### config.mk
export PLATFORM = sky130hd
export DESIGN_NAME = axi_lite_arbiter
export DESIGN_NICKNAME = d
export VERILOG_FILES = /design/src/design/axi_mem_pkg.sv /design/src/design/axi_lite_arbiter.sv
export VERILOG_INCLUDE_DIRS = /design/src /design/src/design
export SDC_FILE = /design/constraint.sdc
export NUM_CORES = 1
export LEC_CHECK = 0
export BUFFER_PORTS_ARGS = -buffer_cell sky130_fd_sc_hd__buf_2
export CAP_MARGIN = 40
export CORE_AREA = 2 2 140 142
export DETAILED_ROUTE_END_ITERATION = 12
export DIE_AREA = 0 0 142 144
export HOLD_SLACK_MARGIN = 0.02
export PLACE_DENSITY = 0.49
export SLEW_MARGIN = 20
export SYNTH_ARGS = -nofsm -noshare
export SYNTH_HDL_FRONTEND = slang
export SYNTH_SLANG_ARGS = --single-unit
### constraint.sdc
create_clock -name clk -period 2.94 [get_ports clk]
set_input_delay 0.735 -clock clk [delete_from_list [all_inputs] [get_ports clk]]
set_output_delay 0.735 -clock clk [all_outputs]
set_load 0.1 [all_outputs]
### src/design/axi_mem_cfg.svh
`ifndef AXI_MEM_CFG_SVH
`define AXI_MEM_CFG_SVH

// bus widths
`define AXI_ADDR_W 32
`define AXI_DATA_W 32

// word count, bytes 4096 and up are out of range
`define SRAM_DEPTH_WORDS 1024

// wait cycles between accept and response
`define SRAM_LATENCY 2

`endif

### src/design/axi_mem_pkg.sv
`default_nettype none

`include "axi_mem_cfg.svh"

package axi_mem_pkg;

    typedef enum logic [1:0] {
        RESP_OKAY   = 2'b00,
        RESP_SLVERR = 2'b10
    } resp_e;

    typedef struct packed {
        logic [`AXI_ADDR_W-1:0] addr;
    } ar_req_t;

    typedef struct packed {
        logic [`AXI_DATA_W-1:0] data;
        resp_e                  resp;
    } r_rsp_t;

    typedef struct packed {
        logic [`AXI_ADDR_W-1:0] addr;
    } aw_req_t;

    typedef struct packed {
        logic [`AXI_DATA_W-1:0]   data;
        logic [`AXI_DATA_W/8-1:0] strb;
    } w_req_t;

    typedef struct packed {
        resp_e resp;
    } b_rsp_t;

    // sram engines
    typedef enum logic [1:0] {
        RD_IDLE,
        RD_WAIT,
        RD_RESP
    } rd_state_e;

    typedef enum logic [1:0] {
        WR_IDLE,
        WR_WAIT,
        WR_RESP
    } wr_state_e;

    // read channel owner in the arbiter
    typedef enum logic [1:0] {
        GRANT_NONE,
        GRANT_IFU,
        GRANT_LSU
    } grant_e;

endpackage

`default_nettype wire

### src/design/axi_lite_arbiter.sv
`default_nettype none

module axi_lite_arbiter (
    input  wire                       clk,
    input  wire                       reset,

    // fetch master, read only
    input  wire axi_mem_pkg::ar_req_t ifu_ar,
    input  wire                       ifu_ar_valid,
    output logic                      ifu_ar_ready,
    output axi_mem_pkg::r_rsp_t       ifu_r,
    output logic                      ifu_r_valid,
    input  wire                       ifu_r_ready,

    // load/store master
    input  wire axi_mem_pkg::ar_req_t lsu_ar,
    input  wire                       lsu_ar_valid,
    output logic                      lsu_ar_ready,
    output axi_mem_pkg::r_rsp_t       lsu_r,
    output logic                      lsu_r_valid,
    input  wire                       lsu_r_ready,
    input  wire axi_mem_pkg::aw_req_t lsu_aw,
    input  wire                       lsu_aw_valid,
    output logic                      lsu_aw_ready,
    input  wire axi_mem_pkg::w_req_t  lsu_w,
    input  wire                       lsu_w_valid,
    output logic                      lsu_w_ready,
    output axi_mem_pkg::b_rsp_t       lsu_b,
    output logic                      lsu_b_valid,
    input  wire                       lsu_b_ready,

    // towards the sram
    output axi_mem_pkg::ar_req_t      mem_ar,
    output logic                      mem_ar_valid,
    input  wire                       mem_ar_ready,
    input  wire axi_mem_pkg::r_rsp_t  mem_r,
    input  wire                       mem_r_valid,
    output logic                      mem_r_ready,
    output axi_mem_pkg::aw_req_t      mem_aw,
    output logic                      mem_aw_valid,
    input  wire                       mem_aw_ready,
    output axi_mem_pkg::w_req_t       mem_w,
    output logic                      mem_w_valid,
    input  wire                       mem_w_ready,
    input  wire axi_mem_pkg::b_rsp_t  mem_b,
    input  wire                       mem_b_valid,
    output logic                      mem_b_ready
);

    import axi_mem_pkg::*;

    grant_e grant;
    logic   last_lsu;
    logic   sel_lsu;
    logic   ar_idle;
    logic   ar_take;

    assign ar_idle = (grant == GRANT_NONE);

    // on a tie the master that lost last time goes first
    always_comb begin
        if (ifu_ar_valid && lsu_ar_valid) begin
            sel_lsu = !last_lsu;
        end else begin
            sel_lsu = lsu_ar_valid;
        end
    end

    assign mem_ar       = sel_lsu ? lsu_ar : ifu_ar;
    assign mem_ar_valid = ar_idle && (ifu_ar_valid || lsu_ar_valid);
    assign ifu_ar_ready = ar_idle && !sel_lsu && mem_ar_ready;
    assign lsu_ar_ready = ar_idle && sel_lsu && mem_ar_ready;
    assign ar_take      = mem_ar_valid && mem_ar_ready;

    // response payload is shared, valid only goes to the owner
    assign ifu_r       = mem_r;
    assign lsu_r       = mem_r;
    assign ifu_r_valid = mem_r_valid && (grant == GRANT_IFU);
    assign lsu_r_valid = mem_r_valid && (grant == GRANT_LSU);

    always_comb begin
        case (grant)
            GRANT_IFU: mem_r_ready = ifu_r_ready;
            GRANT_LSU: mem_r_ready = lsu_r_ready;
            default:   mem_r_ready = 1'b0;
        endcase
    end

    always_ff @(posedge clk) begin
        if (reset) begin
            grant    <= GRANT_NONE;
            last_lsu <= 1'b0;
        end else begin
            case (grant)
                GRANT_NONE: begin
                    if (ar_take) begin
                        grant    <= sel_lsu ? GRANT_LSU : GRANT_IFU;
                        last_lsu <= sel_lsu;
                    end
                end
                default: begin
                    if (mem_r_valid && mem_r_ready) begin
                        grant <= GRANT_NONE;
                    end
                end
            endcase
        end
    end

    // only lsu writes
    assign mem_aw       = lsu_aw;
    assign mem_aw_valid = lsu_aw_valid;
    assign lsu_aw_ready = mem_aw_ready;
    assign mem_w        = lsu_w;
    assign mem_w_valid  = lsu_w_valid;
    assign lsu_w_ready  = mem_w_ready;
    assign lsu_b        = mem_b;
    assign lsu_b_valid  = mem_b_valid;
    assign mem_b_ready  = lsu_b_ready;

endmodule

`default_nettype wire

==> results.ini <==
[route]
ant_nets=0
finalWirelength_um=5420
dr.pass1.iters=3
vias=1117
wl_per_cell_um=13.1
drc_errors=0
vias_per_cell=2.70
drt_iter0_drc=32

[yosys]
syn_avg_cell_area_um2=8.35
yosys_register_bits=3
synth_nets=392
syn_area_um2=1730
ys_types=22
yosys_warnings=0
synthesis.instances=207
synth-seq-area-share_pct=3.48

[worst_hold_path]
holdPathEnd=grant[1]
hp-class=reg2reg
hold_start=grant[1]
hold_depth=2

[timing]
final_hold_viol_count=0
tightestPinTransition_ns=0.526
fin_skew_ns=0.000735
period_share_pct=89.8
maxSlewViolCount=0
final.setup.tns_ns=0
period_minus_slack_ns=2.64
rsz0062_at_grt=no
final-setup-viol-count=0
fmaxAchievable_mhz=379
slew_headroom_pct=65.2

[critical_path]
reg2reg_depth=5
crit_required_ns=2.20
cp-end-kind=output pin
cpPeakStageDelay_ns=0.39
timing.rr.end=grant[0]
r2r_slack_ns=1.56
path_buf_inv=3
cp-start-kind=input port
path_cells=buf_2 -> a21boi_4 -> buf_4 -> mux2_2 -> buf_12
critPathTopFamily=buffers and inverters
r2r-start=grant[0]
arrival_ns=1.91
path_class=in2out
cpMaxStageDelayCell=mux2_2
worst-path-max-fanout=15

[place]
place_area_um2=1970
gp_congestion=0.620
io_buffer_count=109
hpwl_um=4810

[power_and_ir_drop]
cellPowerDensity_nw_per_um2=450
peakVddDrop_mv=0.153
p_leak_uw=0.000887
total_power_uw=922

[clock_tree]
cts_buffers=3
cts_hold_buf=0
post_cts_buffers=0
cts_max_path_buffers=2
cts.htree.levels=1
cts_tree=built
clk_pin_slew_ns=0.03
clock_sinks=3
clock-root-buffer=clkbuf_16
clock_latency_ns=0.22
post_cts_resized=0

[global_route]
grt_antenna_before_repair=0
grt_pass1_wl_um=7040
grt_max_degree=21
grt_overflow=0
grt_pass1_vias=1194
grtUsageTotal_pct=4.75

[floorplanning]
initial_utilization_pct=9.06
num_rows=51
die_x_um=142
dieArea_um2=20400
ios=364
coreArea_um2=19100
chipHeight_um=144

[outcome]
outcome=completed

[layout]
drive_above_1_share_pct=83.4
areaGrowthSynthToFinish_pct=18.6
diodes=0
nets=361
stdcell_area_um2=2050

[job]
drv_cap=0

-- where the power goes --
group | switching [uW] | leakage (uW) | internal [uW]
Clock | 36.1 | 0.0000382 | 179
Combinational | 421 | 0.000824 | 239
Sequential | 2.38 | 0.0000246 | 44.2
-- worst max path at each step --
stage	from	end	slack, ns	depth (start not counted)
floorplan	lsu_r_ready	mem_r_ready	0.04	2
global placement	ifu_ar_valid	mem_ar[31]	0.29	5
detailed placement	ifu_ar_valid	mem_ar[0]	0.28	5
CTS	ifu_ar_valid	mem_ar[0]	0.28	5
global route	ifu_ar_valid	mem_ar[21]	0.23	5
finish	ifu_ar_valid	mem_ar[0]	0.30	5
-- Yosys cell counts --
cell type | count | share of area [%]
buf_4 | 144 | 63
mux2_2 | 30 | 20
buf_8 | 3 | 2.6
dfxtp_1 | 3 | 3.5
ha_1 | 3 | 2.2
inv_1 | 3 | 0.65
and2_1 | 2 | 0.72
mux2_1 | 2 | 1.3
nor2_1 | 2 | 0.43
nor2b_1 | 2 | 0.72
o211ai_1 | 2 | 0.87
a21boi_4 | 1 | 1.1
a22oi_1 | 1 | 0.43
a32oi_1 | 1 | 0.51
and3_1 | 1 | 0.36
nand2_1 | 1 | 0.22
nand3_1 | 1 | 0.29
nand3b_1 | 1 | 0.43
nand4_1 | 1 | 0.36
o21a_1 | 1 | 0.43
o21ai_0 | 1 | 0.29
o32ai_1 | 1 | 0.51
-- layout by cell type, fill, tap and decap left out, types with 2 or more instances in the layout --
master	n
mux2_1	2
ha_1	3
dfxtp_1	3
nor2b_1	2
buf_2	76
o211ai_1	2
buf_12	34
and2_1	2
clkbuf_16	3
inv_1	3
mux2_2	30
-- tightest hold or removal path, stage by stage (launching register included) --
cell and delay (ns):
dfxtp_1 0.30, inv_1 0.09, o21ai_0 0.09
-- logic make-up after synthesis --
family | synth area share (%)
AO/OA/AOI/OAI | 4.13
adder cells (fa/ha/maj) | 2.17
buffers and inverters | 65.8
flip-flops | 3.48
multiplexers | 20.9
AND/OR/NAND/NOR | 3.55
-- sequential cells by signal, summed over array words and instances, names as in the netlist --
name	flops
grant	2
last_lsu	1
-- final cells by class --
type	instances	area (um2)
fillers	2141	17000
flip-flops and latches	3	60.1
clock buffers	4	78.8
multi-input cells	54	533
well taps	238	298
repair buffers	111	1070
inverters	3	11.3
-- metal layers --
metal	GRT usage (%)	vias up	share of wire [%]
li1	-	461	-
met1	3.11	414	23
met2	6.97	150	40
met3	4.30	92	23
met4	6.21	0	14
met5	0	-	0
-- metrics by stage --
step / util [%] / setup slack [ns] / hold WS (ns) / cells
2_1_floorplan: - / 0.0439 / 0.491 / 207
3_3_place_gp: 10.3 / 0.285 / 0.535 / 409
3_5_place_dp: 10.3 / 0.276 / 0.539 / 409
4_1_cts: 10.7 / 0.276 / 0.546 / 413
5_1_grt: 10.7 / 0.233 / 0.609 / 413
6_report: 10.7 / 0.299 / 0.546 / 413
(Power assumes the default switching activity.)
